<file path="src/common/mips_pkg.sv">
// shared widths, instruction encodings and ALU operation codes, referenced by scoped names
package mips_pkg;

	// datapath widths
	localparam int NB_DATA = 32;
	localparam int NB_REG  = 5;
	localparam int NB_OP   = 6;

	// immediate field width of I-type words
	localparam int NB_IMM  = 16;

	// register bank depth
	localparam int N_REGS  = 32;

	// opcodes, standard MIPS values
	localparam logic [NB_OP-1:0] OP_RTYPE = 6'h00;
	localparam logic [NB_OP-1:0] OP_ADDI  = 6'h08;
	localparam logic [NB_OP-1:0] OP_SLTI  = 6'h0A;
	localparam logic [NB_OP-1:0] OP_ANDI  = 6'h0C;
	localparam logic [NB_OP-1:0] OP_ORI   = 6'h0D;
	localparam logic [NB_OP-1:0] OP_XORI  = 6'h0E;
	localparam logic [NB_OP-1:0] OP_LUI   = 6'h0F;

	// function field for R-type words
	localparam logic [NB_OP-1:0] FN_ADD = 6'h20;
	localparam logic [NB_OP-1:0] FN_SUB = 6'h22;
	localparam logic [NB_OP-1:0] FN_AND = 6'h24;
	localparam logic [NB_OP-1:0] FN_OR  = 6'h25;
	localparam logic [NB_OP-1:0] FN_XOR = 6'h26;
	localparam logic [NB_OP-1:0] FN_SLT = 6'h2A;

	// operation handed from decode to the ALU
	// lui shifts operand B up by the immediate width
	typedef enum logic [2:0] {
		ALU_ADD = 3'd0,
		ALU_SUB = 3'd1,
		ALU_AND = 3'd2,
		ALU_OR  = 3'd3,
		ALU_XOR = 3'd4,
		ALU_SLT = 3'd5,
		ALU_LUI = 3'd6
	} alu_op_t;

endpackage
</file>
<file path="src/hw/decode/control_unit.sv">
// combinational decoder turning a fetched word into ALU op, register fields and immediate
`timescale 1ns/1ps

module control_unit (
	input  logic [mips_pkg::NB_DATA-1:0] instr_i,
	input  logic                         valid_i,
	output mips_pkg::alu_op_t            alu_op_o,
	output logic [mips_pkg::NB_REG-1:0]  rs_o,
	output logic [mips_pkg::NB_REG-1:0]  rt_o,
	output logic [mips_pkg::NB_REG-1:0]  dest_o,
	output logic [mips_pkg::NB_DATA-1:0] imm_o,
	output logic                         use_imm_o,
	output logic                         reg_write_o
);

	logic [mips_pkg::NB_OP-1:0]  opcode;
	logic [mips_pkg::NB_OP-1:0]  funct;
	logic [mips_pkg::NB_REG-1:0] rd;
	logic [mips_pkg::NB_IMM-1:0] imm;
	logic                        known;
	logic                        sign_ext;

	// standard MIPS field layout
	assign opcode = instr_i[31:26];
	assign rs_o   = instr_i[25:21];
	assign rt_o   = instr_i[20:16];
	assign rd     = instr_i[15:11];
	assign funct  = instr_i[5:0];
	assign imm    = instr_i[15:0];

	always_comb begin
		alu_op_o  = mips_pkg::ALU_ADD;
		use_imm_o = 1'b1;
		sign_ext  = 1'b0;
		known     = 1'b1;
		case (opcode)
			mips_pkg::OP_RTYPE: begin
				use_imm_o = 1'b0;
				case (funct)
					mips_pkg::FN_ADD: alu_op_o = mips_pkg::ALU_ADD;
					mips_pkg::FN_SUB: alu_op_o = mips_pkg::ALU_SUB;
					mips_pkg::FN_AND: alu_op_o = mips_pkg::ALU_AND;
					mips_pkg::FN_OR:  alu_op_o = mips_pkg::ALU_OR;
					mips_pkg::FN_XOR: alu_op_o = mips_pkg::ALU_XOR;
					mips_pkg::FN_SLT: alu_op_o = mips_pkg::ALU_SLT;
					default:          known    = 1'b0;
				endcase
			end
			mips_pkg::OP_ADDI: begin
				alu_op_o = mips_pkg::ALU_ADD;
				sign_ext = 1'b1;
			end
			mips_pkg::OP_SLTI: begin
				alu_op_o = mips_pkg::ALU_SLT;
				sign_ext = 1'b1;
			end
			mips_pkg::OP_ANDI: alu_op_o = mips_pkg::ALU_AND;
			mips_pkg::OP_ORI:  alu_op_o = mips_pkg::ALU_OR;
			mips_pkg::OP_XORI: alu_op_o = mips_pkg::ALU_XOR;
			mips_pkg::OP_LUI:  alu_op_o = mips_pkg::ALU_LUI;
			default:           known    = 1'b0;
		endcase
	end

	// rd for R-type, rt for I-type
	assign dest_o = use_imm_o ? rt_o : rd;

	// lui takes the raw immediate, the ALU shifts it
	assign imm_o = sign_ext ?
		{{(mips_pkg::NB_DATA - mips_pkg::NB_IMM){imm[mips_pkg::NB_IMM-1]}}, imm} :
		{{(mips_pkg::NB_DATA - mips_pkg::NB_IMM){1'b0}}, imm};

	// r0 writes are dropped here so nothing downstream sees them
	assign reg_write_o = valid_i && known && (dest_o != '0);

endmodule

</file>
<file path="config.mk">
export PLATFORM = sky130hd
export DESIGN_NAME = control_unit
export DESIGN_NICKNAME = d
export VERILOG_FILES = /design/src/common/mips_pkg.sv /design/src/hw/decode/control_unit.sv
export SDC_FILE = /design/constraint.sdc
export NUM_CORES = 1
export LEC_CHECK = 0
export BUFFER_PORTS_ARGS = -buffer_cell sky130_fd_sc_hd__buf_2
export CAP_MARGIN = 25
export CORE_UTILIZATION = 28
export DETAILED_ROUTE_END_ITERATION = 8
export MAX_ROUTING_LAYER = met4
export PLACE_DENSITY = 0.8
export REMOVE_ABC_BUFFERS = 1
export SLEW_MARGIN = 15
export SYNTH_ARGS = -nofsm -noshare
export SYNTH_HDL_FRONTEND = slang
export SYNTH_SLANG_ARGS = --single-unit
</file>
<file path="constraint.sdc">
create_clock -name vclk -period 1.2
set_clock_uncertainty 0.15 [all_clocks]
set_input_delay 0.06 -clock vclk [all_inputs]
set_output_delay 0.06 -clock vclk [all_outputs]
set_load 0.05 [all_outputs]
</file>
# Word-level counts from Yosys, hierarchy flattened
# Cells that the tools add are included.
totals:
  register_bits: 0
  inputBits: 33
  output_inout_bits: 52
  elab_cells: 27
op_classes:
  n_eq_ne: 12
  n_mux: 8
  n_reduce_logical: 7
op_table:
  columns: ["cell", "n"]
  rows:
  - ["6-bit by 4-bit equality test with 1-bit output, second input constant", 6]
  - ["6-bit equality test, second input constant", 6]
  - ["32-bit 2-to-1 mux", 1]
  - ["3-bit one-hot mux with 6 select lines", 1]
  - ["3-bit one-hot mux with 5 select lines", 1]
  - ["6-bit OR reduction", 2]
  - ["6-bit zero test", 1]
  - ["5-bit 2-to-1 mux", 1]
  - ["5-bit nonzero test", 1]
  - ["1-bit 2-to-1 mux", 3]
  - ["1-bit logical AND", 2]
  - ["1-bit one-hot mux with 2 select lines", 1]
  - ["2-bit OR reduction", 1]

# Depth between registers and ports, before layout
# Gate-level depths: netlist (run 1).
logic_depth:
  word_depth: 6
  mapped_depth: 4
  ltp_nobuf: 4

# Least setup slack after synthesis (run 1)
# No wires, ideal clock.
synth_timing:
  path_kind: "input-to-output"
  from: "input instr_i[29] (netlist bit)"
  to: "output reg_write_o"
  arrival_ns: 2.079
  required_ns: 0.990
  setup_slack_ns: -1.089
  path_stages: 4
  cell_sequence: "nor4_2 > nand2_1 > and3_1 > a2111oi_2"
synth_via:
  elab_chain_cells: 5
  word_cells_on_any_way: 13
  cone_classes: "eq/ne: 6; mux: 2; reduce/logical: 5"
synth_lines:
  columns: ["element", "line", "rtl"]
  rows:
  - ["start, declared", "control_unit.sv:5", "input logic [mips_pkg::NB_DATA-1:0] instr_i,"]
  - ["6-bit by 4-bit equality test with 1-bit output", "control_unit.sv:36", "case (opcode)"]
  - ["6-bit OR reduction (no source line)", null, null]
  - ["1-bit one-hot mux with 2 select lines", "control_unit.sv:36", null]
  - ["1-bit logical AND", "control_unit.sv:74", "assign reg_write_o = valid_i && known && (dest_o != '0);"]
  - ["1-bit logical AND (*)", "control_unit.sv:74", null]
  - ["end, declared", "control_unit.sv:13", "output logic reg_write_o"]
# Mark *: on every way between the ends. The rest lies on a longest branch, timed or not.

# Worst setup path after layout (run 1)
layout_timing:
  from: "input instr_i[27] (netlist bit)"
  to: "output reg_write_o"
# The elaborated chain is that of the path after synthesis.

==> results of run 1 <==
==> critical path, delay by kind of cell <==
| family | cells | cell delay [ns] |
|---|---|---|
| buffers and inverters | 2 | 0.30 |
| and+or+nand+nor | 2 | 0.58 |
| AOI/OAI and AO/OA | 2 | 0.39 |
==> layout by cell type, fill, tap and decap left out, types with 2 or more instances in the layout <==
cell / instances
buf_12: 19
buf_2: 36
buf_4: 11
buf_6: 15
dlygate4sd3_1: 10
inv_1: 3
mux2_4: 4
nand2_1: 4
nand2b_1: 2
nor2_1: 3
nor3_1: 2
o21ai_0: 2
==> layer usage <==
metal	wire length (um)	part of all wire
met3	176	0.070
met1	855	0.34
met4	121	0.048
met2	1372	0.54
met5	0	0
==> kinds of logic after synthesis <==
kind of cell	after synthesis
AO/OA/AOI/OAI	9
XOR/XNOR	1
buffers and inverters	44
multiplexers	5
AND/OR/NAND/NOR	20
==> repair_timing <==
action | 4_1_cts | 5_1_grt
pin swaps | 6 | 5
hold buffers | 10 | 0
resized for setup | 84 | 27
setup endpoints to repair | 25 | 26
hold endpoints to repair | 10 | 0
setup buffers | 6 | 1
==> where the power goes <==
group | internal, mW | switching [mW] | total, mW
registers | 0 | 0 | 0
logic | 0.178 | 0.332 | 0.510
clock network | 0 | 0 | 0
==> path summary, 6_finish.rpt <==
check / to / slack, ns / depth (start not counted)
worst min-delay path: imm_o[5] / 0.27 / 2
worst max-delay path: reg_write_o / -0.35 / 6
==> layout make-up <==
type	instances	area (um^2)	share of cell area
Timing Repair Buffer	92	927.1	0.7258
Inverter	3	11.26	0.008815
Multi-Input combinational cell	35	307.8	0.2409
Tap cell	25	31.28	0.02449
==> results.md, run 1 <==
- Placeable Area: around 1800 um^2
- GRT Overall Usage: 0.2008
- Worst hold margin: about 0.27 ns
- Grt ovf: 0
- Post-Syn Area: around 570 um^2
- CP endpoint kind: output port
- WL/cell: ~16 um
- Total chip power: approximately 0.5 mW
- Fillers: between 100 and 150
- Antenna Nets Post-Route: 0
- Startpoint Class: primary input
- Post-Synth Adder-Cell Area: 0
- Crit Path Class: primary input to output port
- Commonest cells in the netlist: 41 x buf_4, 5 x nand2_1, 4 x mux2_1, 4 x nor2_1
- Post-Synth XOR/XNOR Area: 0.01532
- Post-Place Cells: between 100 and 150
- Post-Layout Cell Count: 155
- Slowest-stage cell, CP: a2111oi_4
- Pre-Repair DR Iteration Count: 4
- Antenna Cells: 0
- Max FO, Critical Path: 2
- Routed wire length: approximately 2500 um
- Failing checks: setup timing
- Slowest cell delay on critical path: between 0.3 and 0.4 ns
- # clk buffers: 0
- Post-synthesis mux area share: 0.09847
- DP Area: between 600 and 700 um^2
- HP Class: primary input to output port
- Final hold vios: 0
- Synth cell types: 22
- Met2 Usage GRT: 0.3778
- Die ar.: around 2200 um^2
- Fin crit period: ~1.5 ns
- Final setup violation count: 25
- Critical path data arrival time: roughly 1.3 ns
- Seq/Total Area, Yosys: 0
- Vias in the first global route: roughly 650
- Fmax: 0.6456 GHz
- Slew at the pin with the worst max-slew slack: roughly 0.52 ns
- Number of vias in the routed layout: slightly above 700
- Synth top area cells: buf_4 54%, mux2_1 7.9%, nand2_1 3.3%, o21ai_0 2.6%, a2111oi_2 2.6%
- Area delta synth->final: 123.4%
- Drc violations: 0
- Largest family of logic cells by synthesized area: buffers and inverters
- I/O Pins: between 80 and 90
- Num sequential: 0
- Met1 Usage GRT: 0.2090
- Via density: about 4.6
- Met3 Use GR: 0.01538
- Die Y: between 40 and 50 um
- Setup tns final: -3.040 ns
- Top-area cell type share of the netlist area: 0.5383
- Synth warn: 0
- Initial antenna violation count: 0
- Critical hold path startpoint: instr_i[5]
- Mean Syn Cell Area: about 7.2 um^2
- DP HPWL: about 1400 um
- Post-Synth Simple-Gate Area: 0.2079
- Tcrit/Tclk final: 1.291
- Nets: around 170
- Mapped Cells: between 70 and 80
- Status: complete, but fails checks
- Storage cell area: 0 um^2
- P per Cell Area: between 300 and 400 nW/um^2
- Synth Area in Compound Gates: 0.1204
- Largest net degree at the start of global routing: 9
- Reported max-cap violation count: 0
- Count leader, synth: buf_4
- Most used routing layer: met2
- Port Buffer Count: 65
- Layout cells sized above 1: 0.7462
- WP data required: 0.99 ns
- DRT iter0 DRCs: 5
- Slew headroom: 0.6468
- Dpl ws: -0.5458 ns
- Final Instance Area: 1277 um^2
- Die X-Extent: 47.19 um
- Final Util: 0.7017
- GP Congestion: between 0.7 and 0.8
- Slew Viols, Final: 0
- Setup ws final: -0.3490 ns
- RSZ-0062 raised after global routing: true
- First-pass GRT wire length: between 3000 and 4000 um
- Post-synth top area cell: buf_4
- Crit path from: instr_i[27]
- Peak VDD IR: around 260 uV
- Initial Util: 0.3141
- CP Cell Sequence: buf_8 -> nor4_4 -> and4b_2 -> o21ai_2 -> a2111oi_4 -> buf_6
- Rows: 15
- Leakage: 0.6190 nW
(Power assumes the default switching activity.)
==> inputs of run 2 (changes only) <==
PLACE_DENSITY = unset   (was 0.8)
PLACE_DENSITY_LB_ADDON = 0.25   (was unset)
SKIP_LAST_GASP = 1   (was unset)
==> run 2 against run 1 <==
The flow still finishes with violations (setup timing); worst setup slack worse by 0.065 ns; routed wire length increased by 30%; via count is 13% higher; first-iteration DRC count grew to 3.4 times the previous value; die area unchanged; non-clock buffer count up 6; critical path depth unchanged; utilization up 1.6 points; sequential share of layout area did not move.
==> results.md, run 2 (synthesis gave the netlist of run 1 again) <==
- Net Sw Power: between 0.3 and 0.4 mW
- Rows: 15
- Leakage: between 0.6 and 0.7 nW
- Metal2 WL: between 1500 and 2000 um
- Wire length on met3: 320 um
- Die ar.: 2227 um^2
- Clock power share: 0
- First-pass GRT wire length: ~4000 um
- Final setup violation count: 26
- Final Instance Area: 1306 um^2
- Internal power: between 0.15 and 0.2 mW
- Largest net degree at the start of global routing: 9
- I/O Pins: 85
- Area delta synth->final: 128.4%
- GP Congestion: about 0.73
- Reported max-cap violation count: 0
- Nets: between 150 and 200
- Port Buffer Count: 65
- Reg power frac: 0
- DRT iter0 DRCs: 17
- Most common cell after layout, fill and taps aside: buf_2
- Drc violations: 0
- Slew at the pin with the worst max-slew slack: ~0.56 ns
- Initial Util: 0.3141
- WP data required: approximately 0.99 ns
- Crit path from: instr_i[27]
- RSZ-0062 raised after global routing: true
- DP Area: around 760 um^2
- Antenna Cells: 0
- # clk buffers: 0
- Critical path data arrival time: ~1.4 ns
- Critical hold path startpoint: instr_i[13]
- Slew headroom: 0.6271
- P per Cell Area: roughly 420 nW/um^2
- Storage cell area: 0 um^2
- CP endpoint kind: output port
- Layout cells sized above 1: 0.7574
- Max FO, Critical Path: 2
- Dpl ws: -0.5387 ns
- WL met1: approximately 1100 um
- Top routing layer in use: met4
- Post-Place Cells: 147
- Tcrit/Tclk final: 1.345
- DP HPWL: about 1300 um
- Die X-Extent: 47.19 um
- Fmax: just over 0.6 GHz
- Post-Layout Cell Count: 161
- HP Class: primary input to output port
- Initial antenna violation count: 0
- Slew Viols, Final: 0
- Routed wire length: approximately 3300 um
- Failing checks: setup timing
- Startpoint Class: primary input
- Sw Ratio: 0.6468
- Crit Path Class: primary input to output port
- Number of vias in the routed layout: around 800
- Fin crit period: roughly 1.6 ns
- Vias in the first global route: ~860
- Die Y: approximately 47 um
- Via density: 4.950
- Pre-Repair DR Iteration Count: 6
- Peak VDD IR: ~260 uV
- Final hold vios: 0
- Setup ws final: -0.4136 ns
- Antenna Nets Post-Route: 0
- GRT Overall Usage: 0.2702
- Comb power frac: 1.000
- Num sequential: 0
- Status: complete, but fails checks
- Grt ovf: 0
- WL/cell: around 20 um
- Most frequent cells in the layout: 36 x buf_2, 20 x buf_4, 18 x buf_12
- Worst hold margin: between 0.2 and 0.3 ns
- Placeable Area: 1821 um^2
[run 2: power groups by stage]
stage	clock [mW]	sequential (mW)	combinational (mW)
final	0	0	0.544
after global placement	0	0	0.349
after CTS	0	0	0.507
after detailed placement	0	0	0.349
after global routing	0	0	0.562
after floorplan	0	0	0.105
[run 2: stage by stage]
step                  util  total power [mW]  TNS [ns]
finish              0.7175            0.5445    -4.288
detailed placement  0.4192            0.3494    -6.000
CTS                 0.6550            0.5068    -2.067
global placement    0.4192            0.3486    -5.991
floorplan                -            0.1046    -80.18
global route        0.7175            0.5617    -5.686
[run 2: area by class of cell]
type                            instances  area, um^2
Timing Repair Buffer                   98       963.4
Inverter                                3       11.26
Tap cell                               25       31.28
Multi-Input combinational cell         35       300.3
Fill cell                             118       514.2
[run 2: worst paths after layout]
path | end | slack (ns) | cells after the start
setup / recovery | reg_write_o | -0.41 | 6
hold / removal | imm_o[13] | 0.29 | 2
[run 2: per-layer routing]
| metal | up-vias | global-route usage |
|---|---|---|
| met4 | 0 | 0.1257 |
| li1 | 342 | - |
| met3 | 24 | 0.06154 |
| met1 | 361 | 0.2449 |
| met5 | - | - |
| met2 | 70 | 0.5222 |
[run 2: repair_timing]
item                                    in CTS  in global routing
endpoints found under the hold margin       10                  0
setup buffers                                3                  0
gates resized for setup                     87                 26
hold buffers                                10                  0
endpoints found under the setup margin      26                 26
pin swaps                                    7                  1
cloned                                       1                  0
[run 2: critical path, stage by stage]
cell and delay (ns):
buf_8 0.10, nor4_4 0.32, and4b_2 0.30, o21ai_2 0.07, a2111oi_2 0.29, buf_4 0.25
==> inputs of run 3 (changes only) <==
--- a/config.mk
+++ b/config.mk
@@ -14,6 +14,6 @@
 export REMOVE_ABC_BUFFERS = 1
 export SKIP_LAST_GASP = 1
-export SLEW_MARGIN = 15
 export SYNTH_ARGS = -nofsm -noshare
 export SYNTH_HDL_FRONTEND = slang
 export SYNTH_SLANG_ARGS = --single-unit
+export TNS_END_PERCENT = 1
==> constraint.sdc (replaced) <==
create_clock -name vclk -period 1.2
set_clock_uncertainty 0.15 [all_clocks]
set_input_delay 0 -clock vclk [all_inputs]
set_output_delay 0 -clock vclk [all_outputs]
set_load 0.05 [all_outputs]
==> run 3 against run 2 <==
The flow still finishes with violations (setup timing); critical path depth stayed put; utilization is 20 points lower; die area stayed put; flip-flop and latch count stayed put; sequential share of layout area stayed put; combinational power is 15% lower; routed wire length is 45% lower; global-route usage is 11 points lower; first-iteration DRC count is 59% lower; design area is 28% lower; via count is 13% lower; power is 15% lower.
==> results.md, run 3 (synthesis gave the netlist of run 1 again) <==
- Status: complete, but fails checks
- Failing checks: setup timing
- Setup ws final: -0.2020 ns
- Num sequential: 0
- Nets: ~170
- Worst hold margin: around 0.16 ns
- Vias in the first global route: approximately 600
- Final Util: 0.5141
- Slew Viols, Final: 0
- Die ar.: 2227 um^2
- Dpl ws: -0.4331 ns
- CP endpoint kind: output port
- WP data required: between 1 and 1.5 ns
- First-pass GRT wire length: between 2000 and 2500 um
- Post-Layout Cell Count: 157
- Initial antenna violation count: 0
- Setup tns final: -2.526 ns
- Fmax: 0.7133 GHz
- Total chip power: between 0.4 and 0.5 mW
- Antenna Nets Post-Route: 0
- I/O Pins: 85
- Max FO, Critical Path: 2
- Most common cell after layout, fill and taps aside: buf_2
- Routed wire length: ~1800 um
- Die X-Extent: 47.19 um
- DRT iter0 DRCs: 7
- Final Instance Area: 935.9 um^2
- Port Buffer Count: 65
- Placeable Area: 1821 um^2
- Rows: 15
- Initial Util: 0.3141
- DP Area: about 760 um^2
- GP Congestion: about 0.73
- Tcrit/Tclk final: 1.168
- Most frequent cells in the layout: 58 x buf_2, 20 x buf_4, 10 x dlygate4sd3_1
- RSZ-0062 raised after global routing: true
- Slew headroom: 0.6337
- Leakage: 0.5346 nW
- # clk buffers: 0
- Largest net degree at the start of global routing: 17
- Drc violations: 0
- Hold Crit Depth: 2
- Peak VDD IR: 293.0 uV
- Crit Path Class: primary input to output port
- Layout cells sized above 1: 0.6970
- Area delta synth->final: 63.68%
- DP HPWL: 1367 um
- HP Class: primary input to output port
- Post-Place Cells: between 100 and 150
- WL/cell: 11.61 um
- Fin crit period: between 1 and 1.5 ns
- Hold Path End: rt_o[2]
- Slew at the pin with the worst max-slew slack: between 0.5 and 0.6 ns
- Final setup violation count: 25
- Pre-Repair DR Iteration Count: 4
- Storage cell area: 0 um^2
- Critical hold path startpoint: instr_i[18]
- Via density: 4.408
- Number of vias in the routed layout: 692
- Critical path data arrival time: 1.25 ns
- Grt ovf: 0
- Antenna Cells: 0
- Reported max-cap violation count: 0
- P per Cell Area: between 400 and 500 nW/um^2
- GRT Overall Usage: 0.1565
- Die Y: between 40 and 50 um
- Final hold vios: 0
- Startpoint Class: primary input
==> run 3: worst max-delay path, stage by stage <==
cell	delay [ns]
buf_8	0.10
nor4_4	0.27
and4b_2	0.29
o21ai_2	0.08
a2111oi_4	0.31
buf_6	0.21
==> run 3: what timing repair did <==
action | CTS | global route
setup buffers | 1 | 0
endpoints found under the setup margin | 25 | 25
pin swaps | 3 | 1
resized for setup | 7 | 15
hold buffers | 10 | 0
endpoints found under the hold margin | 10 | 0
==> run 3: final cells by class <==
type,instances,area [um^2]
inverter,3,11.26
timing repair buffer,94,611.8
tap,25,31.28
fill,186,884.6
multi-input combinational,35,281.5
==> run 3: per-layer routing <==
layer | up-vias | GRT usage | routed length, um
met5 | - | - | 0
li1 | 334 | - | -
met3 | 4 | 0.01923 | 188
met2 | 57 | 0.3167 | 975
met4 | 0 | 0.04000 | 46
met1 | 297 | 0.1528 | 613
==> run 3: worst max path at each step <==
stage,from,end,depth (start not counted)
3_5_place_dp,instr_i[29],reg_write_o,6
3_3_place_gp,instr_i[29],reg_write_o,6
2_1_floorplan,instr_i[31],imm_o[16],3
6_report,instr_i[27],reg_write_o,6
5_1_grt,instr_i[27],reg_write_o,6
4_1_cts,instr_i[27],reg_write_o,6
==> run 3: power breakdown <==
group,internal (mW),switching [mW]
sequential,0,0
combinational,0.148,0.317
clock,0,0
