### src/common/mips_pkg.sv
// shared widths, instruction encodings and ALU operation codes, referenced by scoped names
package mips_pkg;

	// datapath widths
	localparam int NB_DATA = 32;
	localparam int NB_REG  = 5;
	localparam int NB_OP   = 6;

	// immediate field width of I-type words
	localparam int NB_IMM  = 16;

	// register bank depth
	localparam int N_REGS  = 32;

	// opcodes, standard MIPS values
	localparam logic [NB_OP-1:0] OP_RTYPE = 6'h00;
	localparam logic [NB_OP-1:0] OP_ADDI  = 6'h08;
	localparam logic [NB_OP-1:0] OP_SLTI  = 6'h0A;
	localparam logic [NB_OP-1:0] OP_ANDI  = 6'h0C;
	localparam logic [NB_OP-1:0] OP_ORI   = 6'h0D;
	localparam logic [NB_OP-1:0] OP_XORI  = 6'h0E;
	localparam logic [NB_OP-1:0] OP_LUI   = 6'h0F;

	// function field for R-type words
	localparam logic [NB_OP-1:0] FN_ADD = 6'h20;
	localparam logic [NB_OP-1:0] FN_SUB = 6'h22;
	localparam logic [NB_OP-1:0] FN_AND = 6'h24;
	localparam logic [NB_OP-1:0] FN_OR  = 6'h25;
	localparam logic [NB_OP-1:0] FN_XOR = 6'h26;
	localparam logic [NB_OP-1:0] FN_SLT = 6'h2A;

	// operation handed from decode to the ALU
	// lui shifts operand B up by the immediate width
	typedef enum logic [2:0] {
		ALU_ADD = 3'd0,
		ALU_SUB = 3'd1,
		ALU_AND = 3'd2,
		ALU_OR  = 3'd3,
		ALU_XOR = 3'd4,
		ALU_SLT = 3'd5,
		ALU_LUI = 3'd6
	} alu_op_t;

endpackage
### src/hw/execute/execute_unit.sv
// decode/execute register, forwarding, ALU and writeback register of the pipeline
`timescale 1ns/1ps

module execute_unit (
	input  logic                         clock_i,
	input  logic                         rst_i,

	// decoded slot
	input  mips_pkg::alu_op_t            alu_op_i,
	input  logic [mips_pkg::NB_REG-1:0]  rs_i,
	input  logic [mips_pkg::NB_REG-1:0]  rt_i,
	input  logic [mips_pkg::NB_REG-1:0]  dest_i,
	input  logic [mips_pkg::NB_DATA-1:0] imm_i,
	input  logic                         use_imm_i,
	input  logic                         reg_write_i,
	input  logic [mips_pkg::NB_DATA-1:0] data_ra_i,
	input  logic [mips_pkg::NB_DATA-1:0] data_rb_i,

	// writeback register, also the trace port
	output logic                         wb_valid_o,
	output logic [mips_pkg::NB_REG-1:0]  wb_reg_o,
	output logic [mips_pkg::NB_DATA-1:0] wb_data_o
);

	mips_pkg::alu_op_t            alu_op_q;
	logic [mips_pkg::NB_REG-1:0]  rs_q;
	logic [mips_pkg::NB_REG-1:0]  rt_q;
	logic [mips_pkg::NB_REG-1:0]  dest_q;
	logic [mips_pkg::NB_DATA-1:0] imm_q;
	logic [mips_pkg::NB_DATA-1:0] ra_q;
	logic [mips_pkg::NB_DATA-1:0] rb_q;
	logic                         use_imm_q;
	logic                         reg_write_q;
	logic [mips_pkg::NB_DATA-1:0] op_a;
	logic [mips_pkg::NB_DATA-1:0] rt_data;
	logic [mips_pkg::NB_DATA-1:0] op_b;
	logic [mips_pkg::NB_DATA-1:0] alu_result;

	always_ff @(posedge clock_i) begin
		if (rst_i) begin
			reg_write_q <= 1'b0;
			wb_valid_o  <= 1'b0;
		end else begin
			reg_write_q <= reg_write_i;
			wb_valid_o  <= reg_write_q;
		end
	end

	always_ff @(posedge clock_i) begin
		alu_op_q  <= alu_op_i;
		rs_q      <= rs_i;
		rt_q      <= rt_i;
		dest_q    <= dest_i;
		imm_q     <= imm_i;
		use_imm_q <= use_imm_i;
		ra_q      <= data_ra_i;
		rb_q      <= data_rb_i;
		wb_reg_o  <= dest_q;
		wb_data_o <= alu_result;
	end

	// distance-1 hazard, the bank bypass covers distance 2
	assign op_a = (wb_valid_o && wb_reg_o != '0 && wb_reg_o == rs_q) ? wb_data_o : ra_q;
	assign rt_data = (wb_valid_o && wb_reg_o != '0 && wb_reg_o == rt_q) ? wb_data_o : rb_q;
	assign op_b = use_imm_q ? imm_q : rt_data;

	always_comb begin
		case (alu_op_q)
			mips_pkg::ALU_ADD: alu_result = op_a + op_b;
			mips_pkg::ALU_SUB: alu_result = op_a - op_b;
			mips_pkg::ALU_AND: alu_result = op_a & op_b;
			mips_pkg::ALU_OR:  alu_result = op_a | op_b;
			mips_pkg::ALU_XOR: alu_result = op_a ^ op_b;
			mips_pkg::ALU_SLT: begin
				alu_result = {{(mips_pkg::NB_DATA-1){1'b0}}, ($signed(op_a) < $signed(op_b))};
			end
			mips_pkg::ALU_LUI: alu_result = op_b << mips_pkg::NB_IMM;
			default:           alu_result = '0;
		endcase
	end

	a_slt_is_bool: assert property (@(posedge clock_i) disable iff (rst_i)
		(reg_write_q && alu_op_q == mips_pkg::ALU_SLT) |=>
		(wb_data_o[mips_pkg::NB_DATA-1:1] == '0));

endmodule

### config.mk
export PLATFORM = sky130hd
export DESIGN_NAME = execute_unit
export DESIGN_NICKNAME = d
export VERILOG_FILES = /design/src/common/mips_pkg.sv /design/src/hw/execute/execute_unit.sv
export SDC_FILE = /design/constraint.sdc
export NUM_CORES = 1
export LEC_CHECK = 0
export BUFFER_PORTS_ARGS = -buffer_cell sky130_fd_sc_hd__buf_2
export CORE_ASPECT_RATIO = 0.8
export CORE_MARGIN = 3
export CORE_UTILIZATION = 50
export CTS_CLUSTER_DIAMETER = 200
export CTS_CLUSTER_SIZE = 40
export DETAILED_ROUTE_END_ITERATION = 6
export PLACE_DENSITY = 0.72
export SLEW_MARGIN = 20
export SYNTH_ARGS = -nofsm -noshare
export SYNTH_HDL_FRONTEND = slang
export SYNTH_SLANG_ARGS = --single-unit
### constraint.sdc
create_clock -name clock_i -period 5.6 [get_ports clock_i]
set_clock_uncertainty 0.1 [all_clocks]
set_input_delay 0.28 -clock clock_i [delete_from_list [all_inputs] [get_ports clock_i]]
set_output_delay 0.28 -clock clock_i [all_outputs]
set_load 0.01 [all_outputs]
; ---- Word level (Yosys, flattened, before mapping)
; Cells that the tools add are included.
[totals]
regBits = 154
latch_bits = 0
ramBits = 0
rom_bits = 0
in_bits = 118
out_inout_bits = 38
word_cells = 35
memories = 0
[classes]
add_sub_neg = 2
n_mul = 0
div = 0
n_lt_le_gt_ge = 1
n_eq_ne = 8
shift = 0
mux = 4
bitwise = 3
reduce_logical = 5
[op_table]
columns = op, n
row1 = one-hot mux 32 bit (7 select lines), 1
row2 = two-way mux 32 bit, 3
row3 = adder 32 bit, 1
row4 = bitwise AND 32 bit, 1
row5 = < comparator 32 bit, 1
row6 = bitwise OR 32 bit, 1
row7 = subtractor 32 bit, 1
row8 = bitwise XOR 32 bit, 1
row9 = equality test 5 bit, 2
row10 = "equality test 3 bit, second input constant", 3
row11 = "equality test 3 x 2 -> 1 bit, second input constant", 2
row12 = nonzero test 5 bit, 1
row13 = "equality test 3 x 1 -> 1 bit, second input constant", 1
row14 = logical AND 1 bit, 3
row15 = zero test 3 bit, 1

; ---- Logic depth before layout (Yosys ltp)
; Gate-level depths: netlist of run 1.
[depth]
ltp_word = 7
ltp_mapped = 18
depth_no_buf = 17

; ---- Least setup slack after synthesis of run 1
; OpenSTA, ideal clock, no wires.
[synth_timing]
kind = register to register
start = register wb_reg_o[4] (netlist name)
end = register wb_data_o[28] (netlist name)
setup_ns = 0.120
arrival_ns = 4.455
required_ns = 5.380
path_slack_ns = 0.925
stages_incl_launch_ff = 19
path_buffers = 1
period_less_slack_ns = 4.675
path_cell_list = dfxtp_1 > or4_1 > o21ai_1 > nor4_1 > clkbuf_1 > mux2_2 > inv_1 > ha_1 > inv_1 > fa_1 > nor2b_1 > o21ai_1 > a311o_1 > a31oi_2 > a211oi_1 > o31a_1 > o21ai_1 > and4_1 > a211o_1
[synth_between]
elab_chain_len = 7
word_cells_on_any_way = 15
cone_classes = 2 x add/sub / 2 x eq/ne / 4 x mux / 3 x bitwise / 4 x reduce/logical
[synth_rtl]
columns = element, line
row1 = from (decl), execute_unit.sv:21  ; output logic [mips_pkg::NB_REG-1:0] wb_reg_o,
row2 = from (signal assigned), execute_unit.sv:58  ; wb_reg_o <= dest_q;
row3 = nonzero test 5 bit, "execute_unit.sv:63, execute_unit.sv:64"
row4 = logical AND 1 bit, "execute_unit.sv:63, execute_unit.sv:64"
row5 = logical AND 1 bit, execute_unit.sv:64  ; assign rt_data = (wb_valid_o && wb_reg_o != '0 && wb_reg_o == rt_q) ? wb_data_o : rb_q;
row6 = two-way mux 32 bit, execute_unit.sv:64
row7 = two-way mux 32 bit, execute_unit.sv:65  ; assign op_b = use_imm_q ? imm_q : rt_data;
row8 = "subtractor 32 bit, or another cell as far along", execute_unit.sv:70  ; mips_pkg::ALU_SUB: alu_result = op_a - op_b;
row9 = one-hot mux 32 bit (7 select lines) *, execute_unit.sv:68  ; case (alu_op_q)
row10 = named net alu_result (one bit), execute_unit.sv:37  ; logic [mips_pkg::NB_DATA-1:0] alu_result;
row11 = to (signal assigned), execute_unit.sv:59  ; wb_data_o <= alu_result;
row12 = to (decl), execute_unit.sv:22  ; output logic [mips_pkg::NB_DATA-1:0] wb_data_o
; Mark *: on every way through the listed nets, which the timed path passes. The rest lies on a longest branch.
; A chain may end at the register's enable or synchronous reset.

; ---- Final worst setup path of run 1
[layout_timing]
start = register wb_reg_o[3] (netlist name)
end = register wb_data_o[28] (netlist name)
; The elaborated chain is that of the path after synthesis.

==> flow_summary_export.csv, run 1 <==
group,metric,value,unit
die,die_area,0.02088,mm2
timing,timing.fmax,189.2,MHz
critical_path,endpoint,"wb_data_o[28]",
yosys,netlist_area,0.009588,mm2
die,start_util,0.5183,
critical_path,cp.required,5840,ps
route,firstDrtPassIters,7,
global_route,grt_pass1_wl,49.33,mm
clock_tree,cts.sinks,154,
power_and_ir_drop,power.leakage,5.623,nW
critical_path,critPathCaptureType,"flop",
yosys,async_reset_ff_frac,0,
hold_path,hold_path_depth,0,
timing,worst_pin_slew,911.4,ps
global_route,grt_pass1_vias,8953,
critical_path,rr_startpoint,"wb_reg_o[3]",
yosys,synth_flop_cell,"dfxtp_1",
clock_tree,htreeDepth,4,
finish,drive_above_1_share,0.1852,
clock_tree,clockBufferDepth,2,
global_route,grt_remaining_overflow,0,
die,ios,156,
route,ant_nets,0,
clock_tree,cts_setup_buffers,0,
critical_path,r2r_cells,17,
yosys,ys_seq_area_frac,0.3215,
power_and_ir_drop,p_per_area,268.6,mW/mm2
die,die_h,129.9,um
hold_path,hold_class,"reg -> reg",
critical_path,r2r-end,"wb_data_o[28]",
critical_path,path_max_fanout,19,
outcome,outcome,"complete, no violations",
timing,maxSlewHeadroom,0.3924,
die,coreArea,0.01850,mm2
clock_tree,cts_tree,"yes",
critical_path,ff2ff_setup_slack,310,ps
clock_tree,cts-root-buf,"clkbuf_16",
run,drv_cap,0,
power_and_ir_drop,ir_drop,162.0,uV
route,drcViolationCount,0,
yosys,postSynthAreaPerCell,8.323,um2
critical_path,startpoint,"wb_reg_o[3]",
clock_tree,insertion_delay,450,ps
finish,nets,1607,
critical_path,cp.arrival,5520,ps
timing,setup_viol,0,
timing,timing.hold.ws,229.1,ps
clock_tree,clk_pin_slew,80,ps
finish,syn_to_final_growth,27.90,%
yosys,synth_edf_count,0,
die,rows,44,
timing,slew_violations,0,
finish,postLayoutCellArea,0.01226,mm2
timing,post-route-period-util,0.9440,
route,vias,9479,
critical_path,path_class,"reg -> reg",
global_route,grt_max_degree,59,
yosys,ys_warn_count,0,
placed_design,gp_congestion,0.9938,
yosys,synth_cell_types,74,
yosys,yosys_register_bits,154,
route,via_per_inst,5.721,
global_route,antenna_found_initial,0,
critical_path,start_kind,"flop",
global_route,grt_usage,0.3013,
timing,min_period,5287,ps
placed_design,dp_hpwl,21.82,mm
yosys,synth_nets,1368,
finish,antenna_cells,0,
placed_design,portBuffers,155,
timing,hold_violations,0,
yosys,synthCells,1152,
placed_design,place_area,0.01051,mm2
die,die_w,160.8,um
route,wl,31.87,mm
route,first_iter_violations,1118,
timing,timing.setup.tns,0,ps
clock_tree,numCtsBuffers,17,
timing,grt_setup_unrepaired,"no",
route,wl_per_cell,19.23,um
==> synthesized netlist by cell type, types with 11 or more instances <==
library cell	number	area share
o211ai_1	11	0.0086
mux2_2	35	0.041
a31oi_1	13	0.0085
xnor2_1	22	0.020
dfxtp_1	154	0.32
nand2_1	78	0.031
inv_1	98	0.038
nand3_1	25	0.013
nor2b_1	12	0.0078
a21oi_1	87	0.045
nor3_1	27	0.014
a211oi_1	14	0.011
clkbuf_1	49	0.019
nor2_1	84	0.033
o21ai_1	18	0.0094
a21o_1	20	0.016
o21ai_0	81	0.042
mux2i_1	47	0.049
o22ai_1	17	0.011
ha_1	96	0.13
==> routing by layer <==
layer,routed length (um),part of all wire,up-vias,global-route usage
met5,0,0,-,0
met4,671,0.021,0,0.08902
met3,3241,0.10,46,0.08029
met2,13440,0.42,529,0.4598
met1,14510,0.46,4345,0.4216
li1,-,-,4559,-
==> cell families (layout without fill, tap and decap cells) <==
kind of cell               after synthesis  count (layout)  share of synthesized area
muxes                                   82              82                    0.09017
and+or+nand+nor                        279             279                     0.1356
xor gates and xnor gates                25              25                    0.02284
DFF                                    154             154                     0.3215
AOI/OAI and AO/OA                      347             347                     0.2318
buffers and inverters                  167             419                    0.06864
adders and majority gates               98              98                     0.1295
==> registers in the layout (all words and copies together), names as in the netlist <==
signal and flops:
imm_q 32, ra_q 32, rb_q 32, wb_data_o 32, dest_q 5, rs_q 5
rt_q 5, wb_reg_o 5, alu_op_q 3, reg_write_q 1, use_imm_q 1, wb_valid_o 1
==> through the flow <==
stage,utilization,cells,setup slack [ps],power (mW)
floorplan,-,1152,925.0,1.821
global placement,0.5684,1508,504.3,2.087
detailed placement,0.5684,1508,449.6,2.086
CTS,0.6627,1657,393.1,3.277
global route,0.6629,1657,19.72,3.445
finish,0.6629,1657,313.4,3.294
==> placed cells by master (no fill, tap or decap), types with 6 or more instances in the layout <==
cell type / count
buf_4: 12
a21oi_1: 87
or3_1: 10
buf_2: 155
mux2i_1: 47
nor3_1: 26
dlygate4sd3_1: 117
o211ai_1: 11
o31a_1: 9
o31ai_1: 6
nand2_1: 78
o32a_1: 9
a31oi_1: 13
o21bai_1: 6
nand3_1: 25
nand2b_1: 8
mux2_2: 35
a21o_1: 20
nor2b_1: 12
nor2_1: 84
o21ai_1: 17
clkbuf_16: 17
o21ai_0: 81
o221ai_1: 7
a211oi_1: 14
inv_1: 98
o22ai_1: 17
ha_1: 96
xnor2_1: 22
nand4_1: 6
dfxtp_1: 151
nor4_1: 7
==> repair_timing <==
action	CTS	global route
hold buffers	117	0
resized for setup	0	1
endpoints found under the hold margin	117	0
setup endpoints to repair	0	1
==> how the worst min path moves through the flow <==
| stage | startpoint | to | slack, ps |
|---|---|---|---|
| after floorplan | alu_op_i[0] | alu_op_q[0] | 210 |
| after global placement | dest_q[2] | wb_reg_o[2] | 210 |
| after detailed placement | dest_q[4] | wb_reg_o[4] | 210 |
| after CTS | dest_q[4] | wb_reg_o[4] | 230 |
| after global routing | dest_q[4] | wb_reg_o[4] | 240 |
| final | dest_q[4] | wb_reg_o[4] | 230 |
==> area by class of cell <==
| cell class | count | area [um2] |
|---|---|---|
| Fill cell | 1542 | 6235 |
| Multi-Input combinational cell | 831 | 5862 |
| Sequential cell | 154 | 3087 |
| Timing Repair Buffer | 284 | 2037 |
| Clock buffer | 17 | 425.4 |
| Inverter | 103 | 386.6 |
| Tap cell | 253 | 316.6 |
| Clock inverter | 15 | 148.9 |
==> critical path, cell delays in order, from the launching register on <==
cell      delay [ps]
dfxtp_1          350
or4_1            530
o21ai_1          300
or3_1            210
buf_4            390
mux2i_1          150
o21ai_2          250
inv_1            140
fa_1             470
nor2b_1          180
o21ai_1          180
a311o_1          300
a31oi_2          180
a211oi_1         510
o31a_1           350
o21ai_1          140
and4_1           230
a211o_1          220
==> power breakdown <==
group,internal [mW],total [mW],switching (mW)
Sequential,1.18,1.24,0.0589
Combinational,0.389,0.924,0.535
Clock,0.591,1.13,0.542
Total,2.16,3.29,1.14
No activity file was read; power rests on OpenSTA's default activity.
==> run 2: changes to the inputs <==
- CORE_MARGIN: 3 -> default
==> run 2 against run 1 <==
Routed wire length is 0.60% lower. Hold slack worse by 0.56 ps. Flip-flop and latch count unchanged. Register-to-register slack better by 30 ps. Clock power is essentially flat. Maximum frequency up 0.64%. Global-route usage rose by 2.8 points. Critical path depth down 1. Sequential power is essentially flat. First-iteration DRC count fell by 9.8%. Highest routed layer unchanged.
==> flow_summary_export.csv, run 2 (synthesis results as in run 1) <==
group,metric,value,unit
power_and_ir_drop,combPwrFrac,0.283,
clock_tree,htreeDepth,4,
timing,min_period,5253,ps
critical_path,slowest_delay,550,ps
timing,post-route-period-util,0.9380,
timing,timing.setup.tns,0,ps
hold_path,min-delay-start,"dest_q[2]",
finish,layout_commonest_cell,"buf_2",
placed_design,gp_congestion,0.9960,
critical_path,crit_chain,"or4_1, o21ai_1, or3_1, buf_4, mux2i_1, o21ai_1, ha_1, inv_2, nor3_1, or4b_4, a41o_1, a21oi_2, nor4_1, or4_1, o211ai_1, and2_1",
finish,final_cell_mix,"155 x buf_2, 151 x dfxtp_1, 117 x dlygate4sd3_1",
timing,hold_violations,0,
placed_design,portBuffers,155,
timing,timing.hold.ws,228.6,ps
finish,syn_to_final_growth,28.15,%
clock_tree,cts-root-buf,"clkbuf_16",
global_route,grt_usage,0.3295,
critical_path,cp.required,5880,ps
die,die_w,156.8,um
critical_path,ff2ff_setup_slack,350,ps
finish,antenna_cells,0,
die,ios,156,
critical_path,path_class,"reg -> reg",
timing,timing.fmax,190.4,MHz
critical_path,rr_startpoint,"wb_reg_o[3]",
route,drcViolationCount,0,
clock_tree,clk_pin_slew,70,ps
route,first_iter_violations,1008,
power_and_ir_drop,p_seq_frac,0.376,
global_route,grt_pass1_wl,49.71,mm
clock_tree,clockBufferDepth,2,
power_and_ir_drop,p_per_area,266.8,mW/mm2
die,rows,44,
timing,maxSlewHeadroom,0.4340,
critical_path,start_kind,"flop",
clock_tree,cts_setup_buffers,0,
die,start_util,0.5199,
finish,fillers,1503,
outcome,outcome,"complete, no violations",
critical_path,startpoint,"wb_reg_o[3]",
power_and_ir_drop,ir_drop,187.1,uV
global_route,grt_remaining_overflow,0,
run,drv_cap,0,
critical_path,critical_path.slowest_cell,"o21ai_1",
die,die_area,0.01974,mm2
route,wl,31.68,mm
power_and_ir_drop,power.share.clock,0.341,
timing,grt_setup_unrepaired,"no",
finish,nets,1612,
global_route,antenna_found_initial,0,
die,coreArea,0.01844,mm2
power_and_ir_drop,power.leakage,5.647,nW
route,firstDrtPassIters,6,
power_and_ir_drop,swShare,0.3422,
placed_design,dp_hpwl,21.97,mm
timing,worst_pin_slew,847.8,ps
power_and_ir_drop,power.switching,1.122,mW
timing,slew_violations,0,
clock_tree,numCtsBuffers,17,
finish,drive_above_1_share,0.1867,
global_route,grt_max_degree,69,
power_and_ir_drop,p_int,2.156,mW
route,wl_per_cell,19.06,um
route,via_per_inst,5.657,
clock_tree,insertion_delay,440,ps
die,die_h,125.9,um
hold_path,hold_class,"reg -> reg",
clock_tree,cts_resized,0,
timing,setup_viol,0,
clock_tree,cts_tree,"yes",
critical_path,path_max_fanout,11,
critical_path,critPathCaptureType,"flop",
critical_path,cp.arrival,5530,ps
route,ant_nets,0,
global_route,grt_pass1_vias,9199,
clock_tree,cts.sinks,154,
clock_tree,cts_hold_buf,117,
route,vias,9402,
run 2: changes by cell type in the layout (fill, tap and decap cells not counted), sizes merged:
| cell | change |
|---|---|
| buf | +5 |
| inv | -3 |
| clkinv | +4 |
| clkinvlp | -2 |
| clkbuf | +1 |
run 2: path summary, 6_finish.rpt:
path / end / depth (start not counted)
hold / removal: wb_reg_o[2] / 0
hold reg to reg: wb_reg_o[2] / 0
setup / recovery: wb_data_o[30] / 16
setup reg to reg: wb_data_o[30] / 16
run 2: worst max-delay path, delay by kind of cell, from the launching register on:
family	cells	cell delay, ps
fa+ha+maj	1	450
mux	1	120
flops	1	350
simple gates	7	2280
buf+inv	2	450
compound gates	5	1430
run 2: routing by layer:
layer	vias to the layer above	share of wire	wire, um	GRT usage
li1	4558	-	-	-
met3	51	0.093	2944	0.07364
met2	479	0.43	13500	0.4978
met5	-	0	0	0
met1	4314	0.46	14530	0.4611
met4	0	0.022	708	0.1096
run 2: layout make-up:
class                           instances  area, um2  share of cell area
Multi-Input combinational cell        831       5858              0.4768
Sequential cell                       154       3087              0.2512
Timing Repair Buffer                  289       2074              0.1688
Clock buffer                           18      429.2             0.03493
Inverter                              103      386.6             0.03147
Tap cell                              253      316.6             0.02576
Clock inverter                         14      135.1             0.01100
run 2: stage by stage:
| stage | setup WS (ps) | cell area (um2) | instances | power, mW | util |
|---|---|---|---|---|---|
| finish | 347.2 | 12290 | 1662 | 3.278 | 0.6662 |
| global route | 16.80 | 12290 | 1662 | 3.443 | 0.6662 |
| CTS | 418.7 | 12290 | 1662 | 3.259 | 0.6662 |
| detailed placement | 486.8 | 10550 | 1513 | 2.087 | 0.5721 |
| global placement | 539.9 | 10550 | 1513 | 2.086 | 0.5721 |
| floorplan | 925.0 | 9588 | 1152 | 1.821 | - |
run 2: power by group through the flow:
stage | logic (mW) | registers [mW] | clock network [mW]
floorplan | 0.567 | 1.25 | 0
finish | 0.927 | 1.23 | 1.12
global route | 1.01 | 1.24 | 1.19
CTS | 0.899 | 1.23 | 1.13
global placement | 0.831 | 1.26 | 0
detailed placement | 0.832 | 1.26 | 0
